==> src/rtl/frontend_pkg.sv <==
package frontend_pkg;

  // instruction class produced by predecode and carried through the queue.
  typedef enum logic [2:0] {
    op_alu,
    op_load,
    op_store,
    op_branch,
    op_illegal
  } op_e;

  // major opcode values found in instruction bits 6 down to 0.
  localparam logic [6:0] opc_alu_reg = 7'b0110011;
  localparam logic [6:0] opc_alu_imm = 7'b0010011;
  localparam logic [6:0] opc_load    = 7'b0000011;
  localparam logic [6:0] opc_store   = 7'b0100011;

  // conditional branches and unconditional jumps share one class.
  localparam logic [6:0] opc_branch  = 7'b1100011;
  localparam logic [6:0] opc_jump    = 7'b1101111;

endpackage

==> src/rtl/predecode_stage.sv <==
`timescale 1ns/1ps

module predecode_stage import frontend_pkg::*; #(
  parameter int INSTR_WIDTH = 32,
  parameter int PC_WIDTH = 32,
  parameter int ADDR_WIDTH = 4
) (
  input  logic clk,
  input  logic reset,

  input  logic fetch_valid0,
  input  logic fetch_valid1,
  input  logic [PC_WIDTH-1:0] fetch_pc,
  input  logic [INSTR_WIDTH-1:0] fetch_instr0,
  input  logic [INSTR_WIDTH-1:0] fetch_instr1,
  output logic fetch_ready,

  input  logic [ADDR_WIDTH:0] free_slots,

  output logic push0,
  output logic push1,
  output logic [PC_WIDTH-1:0] push_pc0,
  output logic [PC_WIDTH-1:0] push_pc1,
  output logic [INSTR_WIDTH-1:0] push_instr0,
  output logic [INSTR_WIDTH-1:0] push_instr1,
  output op_e push_op0,
  output op_e push_op1
);

  logic accept;

  function automatic op_e classify(input logic [6:0] opc);
    case (opc)
      opc_alu_reg, opc_alu_imm: classify = op_alu;
      opc_load:                 classify = op_load;
      opc_store:                classify = op_store;
      opc_branch, opc_jump:     classify = op_branch;
      default:                  classify = op_illegal;
    endcase
  endfunction

  // room for the pair held here and one more pair behind it.
  assign fetch_ready = (free_slots >= 4);
  assign accept = fetch_ready && fetch_valid0;

  always_ff @(posedge clk) begin
    if (reset) begin
      push0 <= 1'b0;
      push1 <= 1'b0;
    end else begin
      push0 <= accept;
      push1 <= accept && fetch_valid1;
    end
  end

  always_ff @(posedge clk) begin
    if (accept) begin
      push_pc0 <= fetch_pc;
      push_pc1 <= fetch_pc + PC_WIDTH'(4);
      push_instr0 <= fetch_instr0;
      push_instr1 <= fetch_instr1;
      push_op0 <= classify(fetch_instr0[6:0]);
      push_op1 <= classify(fetch_instr1[6:0]);
    end
  end

  // the second fetch slot is only meaningful behind the first.
  a_fetch_order: assert property (@(posedge clk) disable iff (reset)
    fetch_valid1 |-> fetch_valid0);

endmodule

==> src/rtl/dual_issue_queue.sv <==
`timescale 1ns/1ps

module dual_issue_queue import frontend_pkg::*; #(
  parameter int INSTR_WIDTH = 32,
  parameter int PC_WIDTH = 32,
  parameter int ADDR_WIDTH = 4
) (
  input  logic clk,
  input  logic reset,

  input  logic push0,
  input  logic push1,
  input  logic [PC_WIDTH-1:0] push_pc0,
  input  logic [PC_WIDTH-1:0] push_pc1,
  input  logic [INSTR_WIDTH-1:0] push_instr0,
  input  logic [INSTR_WIDTH-1:0] push_instr1,
  input  op_e push_op0,
  input  op_e push_op1,

  input  logic pop0,
  input  logic pop1,

  output logic [ADDR_WIDTH:0] count,
  output logic [ADDR_WIDTH:0] free_slots,
  output logic [PC_WIDTH-1:0] head_pc0,
  output logic [PC_WIDTH-1:0] head_pc1,
  output logic [INSTR_WIDTH-1:0] head_instr0,
  output logic [INSTR_WIDTH-1:0] head_instr1,
  output op_e head_op0,
  output op_e head_op1
);

  localparam int DEPTH = 1 << ADDR_WIDTH;
  localparam logic [ADDR_WIDTH:0] CAPACITY = (ADDR_WIDTH+1)'(DEPTH - 1);

  logic [PC_WIDTH-1:0] pc_mem [DEPTH];
  logic [INSTR_WIDTH-1:0] instr_mem [DEPTH];
  op_e op_mem [DEPTH];

  logic [ADDR_WIDTH-1:0] wr_ptr;
  logic [ADDR_WIDTH-1:0] wr_ptr_p1;
  logic [ADDR_WIDTH-1:0] rd_ptr;
  logic [ADDR_WIDTH-1:0] rd_ptr_p1;

  logic write0;
  logic write1;
  logic read0;
  logic read1;
  logic [1:0] n_push;
  logic [1:0] n_pop;

  // slot 1 is only written or read alongside slot 0.
  assign write0 = push0;
  assign write1 = push0 && push1;
  assign read0 = pop0;
  assign read1 = pop0 && pop1;

  assign n_push = {1'b0, write0} + {1'b0, write1};
  assign n_pop = {1'b0, read0} + {1'b0, read1};

  assign wr_ptr_p1 = wr_ptr + ADDR_WIDTH'(1);
  assign rd_ptr_p1 = rd_ptr + ADDR_WIDTH'(1);

  assign free_slots = CAPACITY - count;

  assign head_pc0 = pc_mem[rd_ptr];
  assign head_pc1 = pc_mem[rd_ptr_p1];
  assign head_instr0 = instr_mem[rd_ptr];
  assign head_instr1 = instr_mem[rd_ptr_p1];
  assign head_op0 = op_mem[rd_ptr];
  assign head_op1 = op_mem[rd_ptr_p1];

  always_ff @(posedge clk) begin
    if (write0) begin
      pc_mem[wr_ptr] <= push_pc0;
      instr_mem[wr_ptr] <= push_instr0;
      op_mem[wr_ptr] <= push_op0;
    end
    if (write1) begin
      pc_mem[wr_ptr_p1] <= push_pc1;
      instr_mem[wr_ptr_p1] <= push_instr1;
      op_mem[wr_ptr_p1] <= push_op1;
    end
  end

  always_ff @(posedge clk) begin
    if (reset) begin
      wr_ptr <= '0;
      rd_ptr <= '0;
      count <= '0;
    end else begin
      wr_ptr <= wr_ptr + ADDR_WIDTH'(n_push);
      rd_ptr <= rd_ptr + ADDR_WIDTH'(n_pop);
      count <= count + (ADDR_WIDTH+1)'(n_push) - (ADDR_WIDTH+1)'(n_pop);
    end
  end

  // the predecode ready rule keeps pushes within the free space.
  a_no_overflow: assert property (@(posedge clk) disable iff (reset)
    int'(n_push) <= int'(free_slots));

  a_no_underflow: assert property (@(posedge clk) disable iff (reset)
    int'(n_pop) <= int'(count));

  a_pop_order: assert property (@(posedge clk) disable iff (reset)
    pop1 |-> pop0);

endmodule

==> src/rtl/issue_stage.sv <==
`timescale 1ns/1ps

module issue_stage import frontend_pkg::*; #(
  parameter int INSTR_WIDTH = 32,
  parameter int PC_WIDTH = 32,
  parameter int ADDR_WIDTH = 4
) (
  input  logic clk,
  input  logic reset,
  input  logic issue_stall,

  input  logic [ADDR_WIDTH:0] count,
  input  logic [PC_WIDTH-1:0] head_pc0,
  input  logic [PC_WIDTH-1:0] head_pc1,
  input  logic [INSTR_WIDTH-1:0] head_instr0,
  input  logic [INSTR_WIDTH-1:0] head_instr1,
  input  op_e head_op0,
  input  op_e head_op1,

  output logic pop0,
  output logic pop1,

  output logic issue_valid0,
  output logic issue_valid1,
  output logic [PC_WIDTH-1:0] issue_pc0,
  output logic [PC_WIDTH-1:0] issue_pc1,
  output logic [INSTR_WIDTH-1:0] issue_instr0,
  output logic [INSTR_WIDTH-1:0] issue_instr1,
  output op_e issue_op0,
  output op_e issue_op1
);

  // two branches or two memory operations cannot share an issue cycle.
  function automatic logic is_conflict(input op_e a, input op_e b);
    logic a_mem;
    logic b_mem;
    a_mem = (a == op_load) || (a == op_store);
    b_mem = (b == op_load) || (b == op_store);
    return ((a == op_branch) && (b == op_branch)) || (a_mem && b_mem);
  endfunction

  assign pop0 = !issue_stall && (count != '0);
  assign pop1 = pop0 && (count >= 2) && !is_conflict(head_op0, head_op1);

  always_ff @(posedge clk) begin
    if (reset) begin
      issue_valid0 <= 1'b0;
      issue_valid1 <= 1'b0;
    end else begin
      issue_valid0 <= pop0;
      issue_valid1 <= pop1;
    end
  end

  always_ff @(posedge clk) begin
    if (pop0) begin
      issue_pc0 <= head_pc0;
      issue_instr0 <= head_instr0;
      issue_op0 <= head_op0;
    end
    if (pop1) begin
      issue_pc1 <= head_pc1;
      issue_instr1 <= head_instr1;
      issue_op1 <= head_op1;
    end
  end

  // an issued pair never holds two branches or two memory operations.
  a_legal_pair: assert property (@(posedge clk) disable iff (reset)
    issue_valid1 |-> !is_conflict(issue_op0, issue_op1));

endmodule

==> src/rtl/frontend_top.sv <==
`timescale 1ns/1ps

module frontend_top import frontend_pkg::*; #(
  parameter int INSTR_WIDTH = 32,
  parameter int PC_WIDTH = 32,
  parameter int ADDR_WIDTH = 4
) (
  input  logic clk,
  input  logic reset,

  input  logic fetch_valid0,
  input  logic fetch_valid1,
  input  logic [PC_WIDTH-1:0] fetch_pc,
  input  logic [INSTR_WIDTH-1:0] fetch_instr0,
  input  logic [INSTR_WIDTH-1:0] fetch_instr1,
  output logic fetch_ready,

  input  logic issue_stall,
  output logic issue_valid0,
  output logic issue_valid1,
  output logic [PC_WIDTH-1:0] issue_pc0,
  output logic [PC_WIDTH-1:0] issue_pc1,
  output logic [INSTR_WIDTH-1:0] issue_instr0,
  output logic [INSTR_WIDTH-1:0] issue_instr1,
  output op_e issue_op0,
  output op_e issue_op1
);

  logic push0;
  logic push1;
  logic [PC_WIDTH-1:0] push_pc0;
  logic [PC_WIDTH-1:0] push_pc1;
  logic [INSTR_WIDTH-1:0] push_instr0;
  logic [INSTR_WIDTH-1:0] push_instr1;
  op_e push_op0;
  op_e push_op1;

  logic pop0;
  logic pop1;
  logic [ADDR_WIDTH:0] count;
  logic [ADDR_WIDTH:0] free_slots;
  logic [PC_WIDTH-1:0] head_pc0;
  logic [PC_WIDTH-1:0] head_pc1;
  logic [INSTR_WIDTH-1:0] head_instr0;
  logic [INSTR_WIDTH-1:0] head_instr1;
  op_e head_op0;
  op_e head_op1;

  predecode_stage #(
    .INSTR_WIDTH(INSTR_WIDTH),
    .PC_WIDTH(PC_WIDTH),
    .ADDR_WIDTH(ADDR_WIDTH)
  ) u_predecode (
    .clk(clk),
    .reset(reset),
    .fetch_valid0(fetch_valid0),
    .fetch_valid1(fetch_valid1),
    .fetch_pc(fetch_pc),
    .fetch_instr0(fetch_instr0),
    .fetch_instr1(fetch_instr1),
    .fetch_ready(fetch_ready),
    .free_slots(free_slots),
    .push0(push0),
    .push1(push1),
    .push_pc0(push_pc0),
    .push_pc1(push_pc1),
    .push_instr0(push_instr0),
    .push_instr1(push_instr1),
    .push_op0(push_op0),
    .push_op1(push_op1)
  );

  dual_issue_queue #(
    .INSTR_WIDTH(INSTR_WIDTH),
    .PC_WIDTH(PC_WIDTH),
    .ADDR_WIDTH(ADDR_WIDTH)
  ) u_queue (
    .clk(clk),
    .reset(reset),
    .push0(push0),
    .push1(push1),
    .push_pc0(push_pc0),
    .push_pc1(push_pc1),
    .push_instr0(push_instr0),
    .push_instr1(push_instr1),
    .push_op0(push_op0),
    .push_op1(push_op1),
    .pop0(pop0),
    .pop1(pop1),
    .count(count),
    .free_slots(free_slots),
    .head_pc0(head_pc0),
    .head_pc1(head_pc1),
    .head_instr0(head_instr0),
    .head_instr1(head_instr1),
    .head_op0(head_op0),
    .head_op1(head_op1)
  );

  issue_stage #(
    .INSTR_WIDTH(INSTR_WIDTH),
    .PC_WIDTH(PC_WIDTH),
    .ADDR_WIDTH(ADDR_WIDTH)
  ) u_issue (
    .clk(clk),
    .reset(reset),
    .issue_stall(issue_stall),
    .count(count),
    .head_pc0(head_pc0),
    .head_pc1(head_pc1),
    .head_instr0(head_instr0),
    .head_instr1(head_instr1),
    .head_op0(head_op0),
    .head_op1(head_op1),
    .pop0(pop0),
    .pop1(pop1),
    .issue_valid0(issue_valid0),
    .issue_valid1(issue_valid1),
    .issue_pc0(issue_pc0),
    .issue_pc1(issue_pc1),
    .issue_instr0(issue_instr0),
    .issue_instr1(issue_instr1),
    .issue_op0(issue_op0),
    .issue_op1(issue_op1)
  );

endmodule

==> config.mk <==
export PLATFORM = sky130hd
export DESIGN_NAME = frontend_top
export DESIGN_NICKNAME = d
export VERILOG_FILES = /design/src/rtl/frontend_pkg.sv /design/src/rtl/predecode_stage.sv /design/src/rtl/dual_issue_queue.sv /design/src/rtl/issue_stage.sv /design/src/rtl/frontend_top.sv
export SDC_FILE = /design/constraint.sdc
export NUM_CORES = 2
export LEC_CHECK = 0
export BUFFER_PORTS_ARGS = -buffer_cell sky130_fd_sc_hd__buf_2
export CAP_MARGIN = 30
export CELL_PAD_IN_SITES_DETAIL_PLACEMENT = 1
export CELL_PAD_IN_SITES_GLOBAL_PLACEMENT = 2
export CORE_MARGIN = 8
export CORE_UTILIZATION = 43
export CTS_CLUSTER_DIAMETER = 30
export CTS_CLUSTER_SIZE = 10
export DETAILED_ROUTE_END_ITERATION = 7
export PLACE_DENSITY = 0.74
export SYNTH_ARGS = -nofsm -noshare
export SYNTH_HDL_FRONTEND = slang
export SYNTH_SLANG_ARGS = --single-unit
export TNS_END_PERCENT = 100
==> constraint.sdc <==
create_clock -name clk -period 8.9 [get_ports clk]
set_input_delay 2.67 -clock clk [delete_from_list [all_inputs] [get_ports clk]]
set_output_delay 2.67 -clock clk [all_outputs]
set_load 0.005 [all_outputs]
==> out/qor.yml <==
cts:
  ctsResizeCount: 0
  cts_hold_buf: 0
  clkLatencyLatePin_ps: 930
  cts_buffer_depth: 4
  cts_sinks: 1355
  cts-root-buf: "clkbuf_16"
  clk_pin_slew_ps: 50
  postCtsSetupBuffers: 0
  cts_tree: "done"
  cts_htree_levels: 5
  numCtsBuffers: 373
layout:
  final_common_cell: "edfxtp_1"
  antenna_cells: 0
  mostFrequentLayoutCells: "1338 x edfxtp_1, 1034 x mux2_2, 665 x mux4_2"
  fillers: 14600
  nets: 4148
  final_layout_size_suffix_gt1_frac: 0.610
  fin_cells: 6505
  syn_to_final_growth_pct: 21.9
timing:
  fmax_mhz: 184
  fin_ws_ps: 3460
  worstMarginPinSlew_ps: 1130
  relSlewSlack: 0.249
  finalHoldViolations: 0
  holdWs_ps: 622
  fin_skew_ps: 84.1
  final_max_slew_viol_count: 0
  setup_viol: 0
  period_minus_slack_ps: 5440
  setup_tns_ps: 0
  fin_crit_sh: 0.612
  rsz0062_at_grt: "no"
yosys:
  ys_ff_latch: 1355
  synth_cells: 3746
  synth.distinct_cells: 54
  yosysSeqAreaShare: 0.571
  synthAdderAreaFrac: 0.00395
  synth_top_family_by_area: "multiplexers"
  async_flop_share: 0
  yosys_warnings: 0
  synth-xor-area-share: 0.00515
  synthMuxAreaShare: 0.378
  synth_edf_count: 1338
  syn_nets: 3867
  ys.flop_type: "edfxtp_1"
  syn_area_um2: 70900
  synthSimpleGateAreaFrac: 0.00979
  syn_avg_cell_area_um2: 18.9
  synth_compound_area_frac: 0.00286
power_and_ir_drop:
  switching_power_uw: 7250
  intPower_uw: 20200
  ir_drop_mv: 0.257
  power_density_nw_per_um2: 318
  leakage_uw: 0.0281
  power_frac_comb: 0.216
  switching_share: 0.264
  clkPwrFrac: 0.483
  seqPwrFrac: 0.301
setup_path:
  cp.arrival_ps: 6180
  crit_required_ps: 9640
  startpoint: "u_queue.rd_ptr[0]"
  end_kind: "flip-flop"
  worstReg2RegStart: "u_queue.rd_ptr[0]"
  criticalPathCategory: "reg -> reg"
  critPathMaxFanout: 54
  startpoint_type: "flip-flop"
placement:
  dp_hpwl_mm: 128
  numPortBuffers: 237
  place_ws_ps: 3510
  dp.cells: 5840
  gp_congestion: 0.783
detailed_routing:
  vias_per_cell: 6.45
  avgRoutedWirePerCell_um: 36.7
  vias: 42000
  drt_first_pass_iters: 7
  drc: 0
  wl_mm: 239
  antenna_left: 0
  drt_iter0_drc: 4300
global_routing:
  grt_pass1_wl_mm: 340
  grt_max_degree: 139
  grt_pass1_vias: 44900
  globalRouteTotalUtil: 0.262
  overflow: 0
  antenna_found_initial: 3
floorplanning:
  dieArea_um2: 178000
  die_h_um: 422
  fp.coreArea_um2: 164000
  ioPinCount: 238
  start_util: 0.431
  rows: 149
  die_w_um: 422
flow_run:
  maxCapViolCount: 0
status:
  outcome: "complete, no violations"
hold_path:
  hp-start: "u_queue.wr_ptr[3]"
  hold_class: "reg -> reg"
sequential cells by signal, indices dropped and copies added (netlist names), 3 cells and up:
register and cells:
u_predecode.push_pc0 30, u_issue.issue_op0 3, u_predecode.push_op1 3, u_issue.issue_op1 3
u_predecode.push_instr1 32, u_predecode.push_pc1 32, u_issue.issue_pc0 32, u_queue.count 5
u_queue.instr_mem 512, u_predecode.push_instr0 32, u_issue.issue_instr1 32, u_predecode.push_op0 3
u_queue.pc_mem 512, u_queue.rd_ptr 4, u_issue.issue_instr0 32, u_queue.op_mem 48
u_queue.wr_ptr 4, u_issue.issue_pc1 32
area by class of cell:
type                       count  area (um2)  share of cell area
clock inverter               226        2640              0.0305
inverter                      22        82.6            0.000955
sequential                  1355       40500               0.469
multi-input combinational   1939       28600               0.331
clock buffer                 438        9720               0.112
timing repair buffer         336        2120              0.0246
tap                         2189        2740              0.0317
cells in the mapped netlist (15+ instances only):
cell	instances	area, um2
nand2_1	15	56.3
ha_1	16	200
xor2_1	16	140
nor2_1	46	173
mux2_2	1034	11600
xnor2_1	22	193
buf_4	18	135
clkbuf_1	197	739
edfxtp_1	1338	40200
inv_1	22	82.6
dfxtp_1	17	340
buf_1	23	86.3
buf_2	180	901
mux4_2	665	15000
nand3_1	25	125
worst max-delay path, stage by stage, from the launching register on:
cell,delay [ps]
dfxtp_4,590
ha_4,320
xnor2_4,720
buf_4,880
mux2i_1,170
mux2i_1,400
xor2_1,160
a21o_1,270
a21boi_1,350
fa_1,520
inv_1,90
ha_1,220
a21o_1,180
a21oi_1,190
xnor2_1,150
nor2_1,60
path summary, 6_finish.rpt:
kind         cells past startpoint           endpoint  slack [ps]
max                             15   u_queue.count[3]        3460
min                              2  u_queue.wr_ptr[3]         620
max reg2reg                     15   u_queue.count[3]        3460
min reg2reg                      2  u_queue.wr_ptr[3]         620
power by group through the flow:
stage               registers (uW)  logic, uW  clock network (uW)
floorplan                     8000       4600                   0
global placement              8370       5860                   0
detailed placement            8370       5970                   0
CTS                           8280       6020               13400
global route                  8310       6330               13700
finish                        8270       5950               13300
routing by layer:
metal | global-route usage | vias to the layer above | wire length, um
li1 | - | 16300 | -
met1 | 0.348 | 22900 | 95100
met2 | 0.431 | 2149 | 117000
met3 | 0.0490 | 556 | 16900
met4 | 0.101 | 0 | 9410
met5 | 0 | - | 0
kinds of logic (layout without fill, tap and decap cells):
family	Yosys count	count (layout)
XOR/XNOR	40	40
buffers and inverters	452	1022
multiplexers	1714	1714
AO/OA/AOI/OAI	30	30
adder cells (fa/ha/maj)	20	20
flip-flops	1355	1355
AND/OR/NAND/NOR	135	135
metrics by stage:
stage          total power, uW  cell area [um2]  utilization
2_1_floorplan            12600            70900            -
3_3_place_gp             14200            73900        0.450
3_5_place_dp             14300            74100        0.451
4_1_cts                  27700            86400        0.526
5_1_grt                  28300            86500        0.526
6_report                 27500            86500        0.526
No activity file was read; power rests on OpenSTA's default activity.
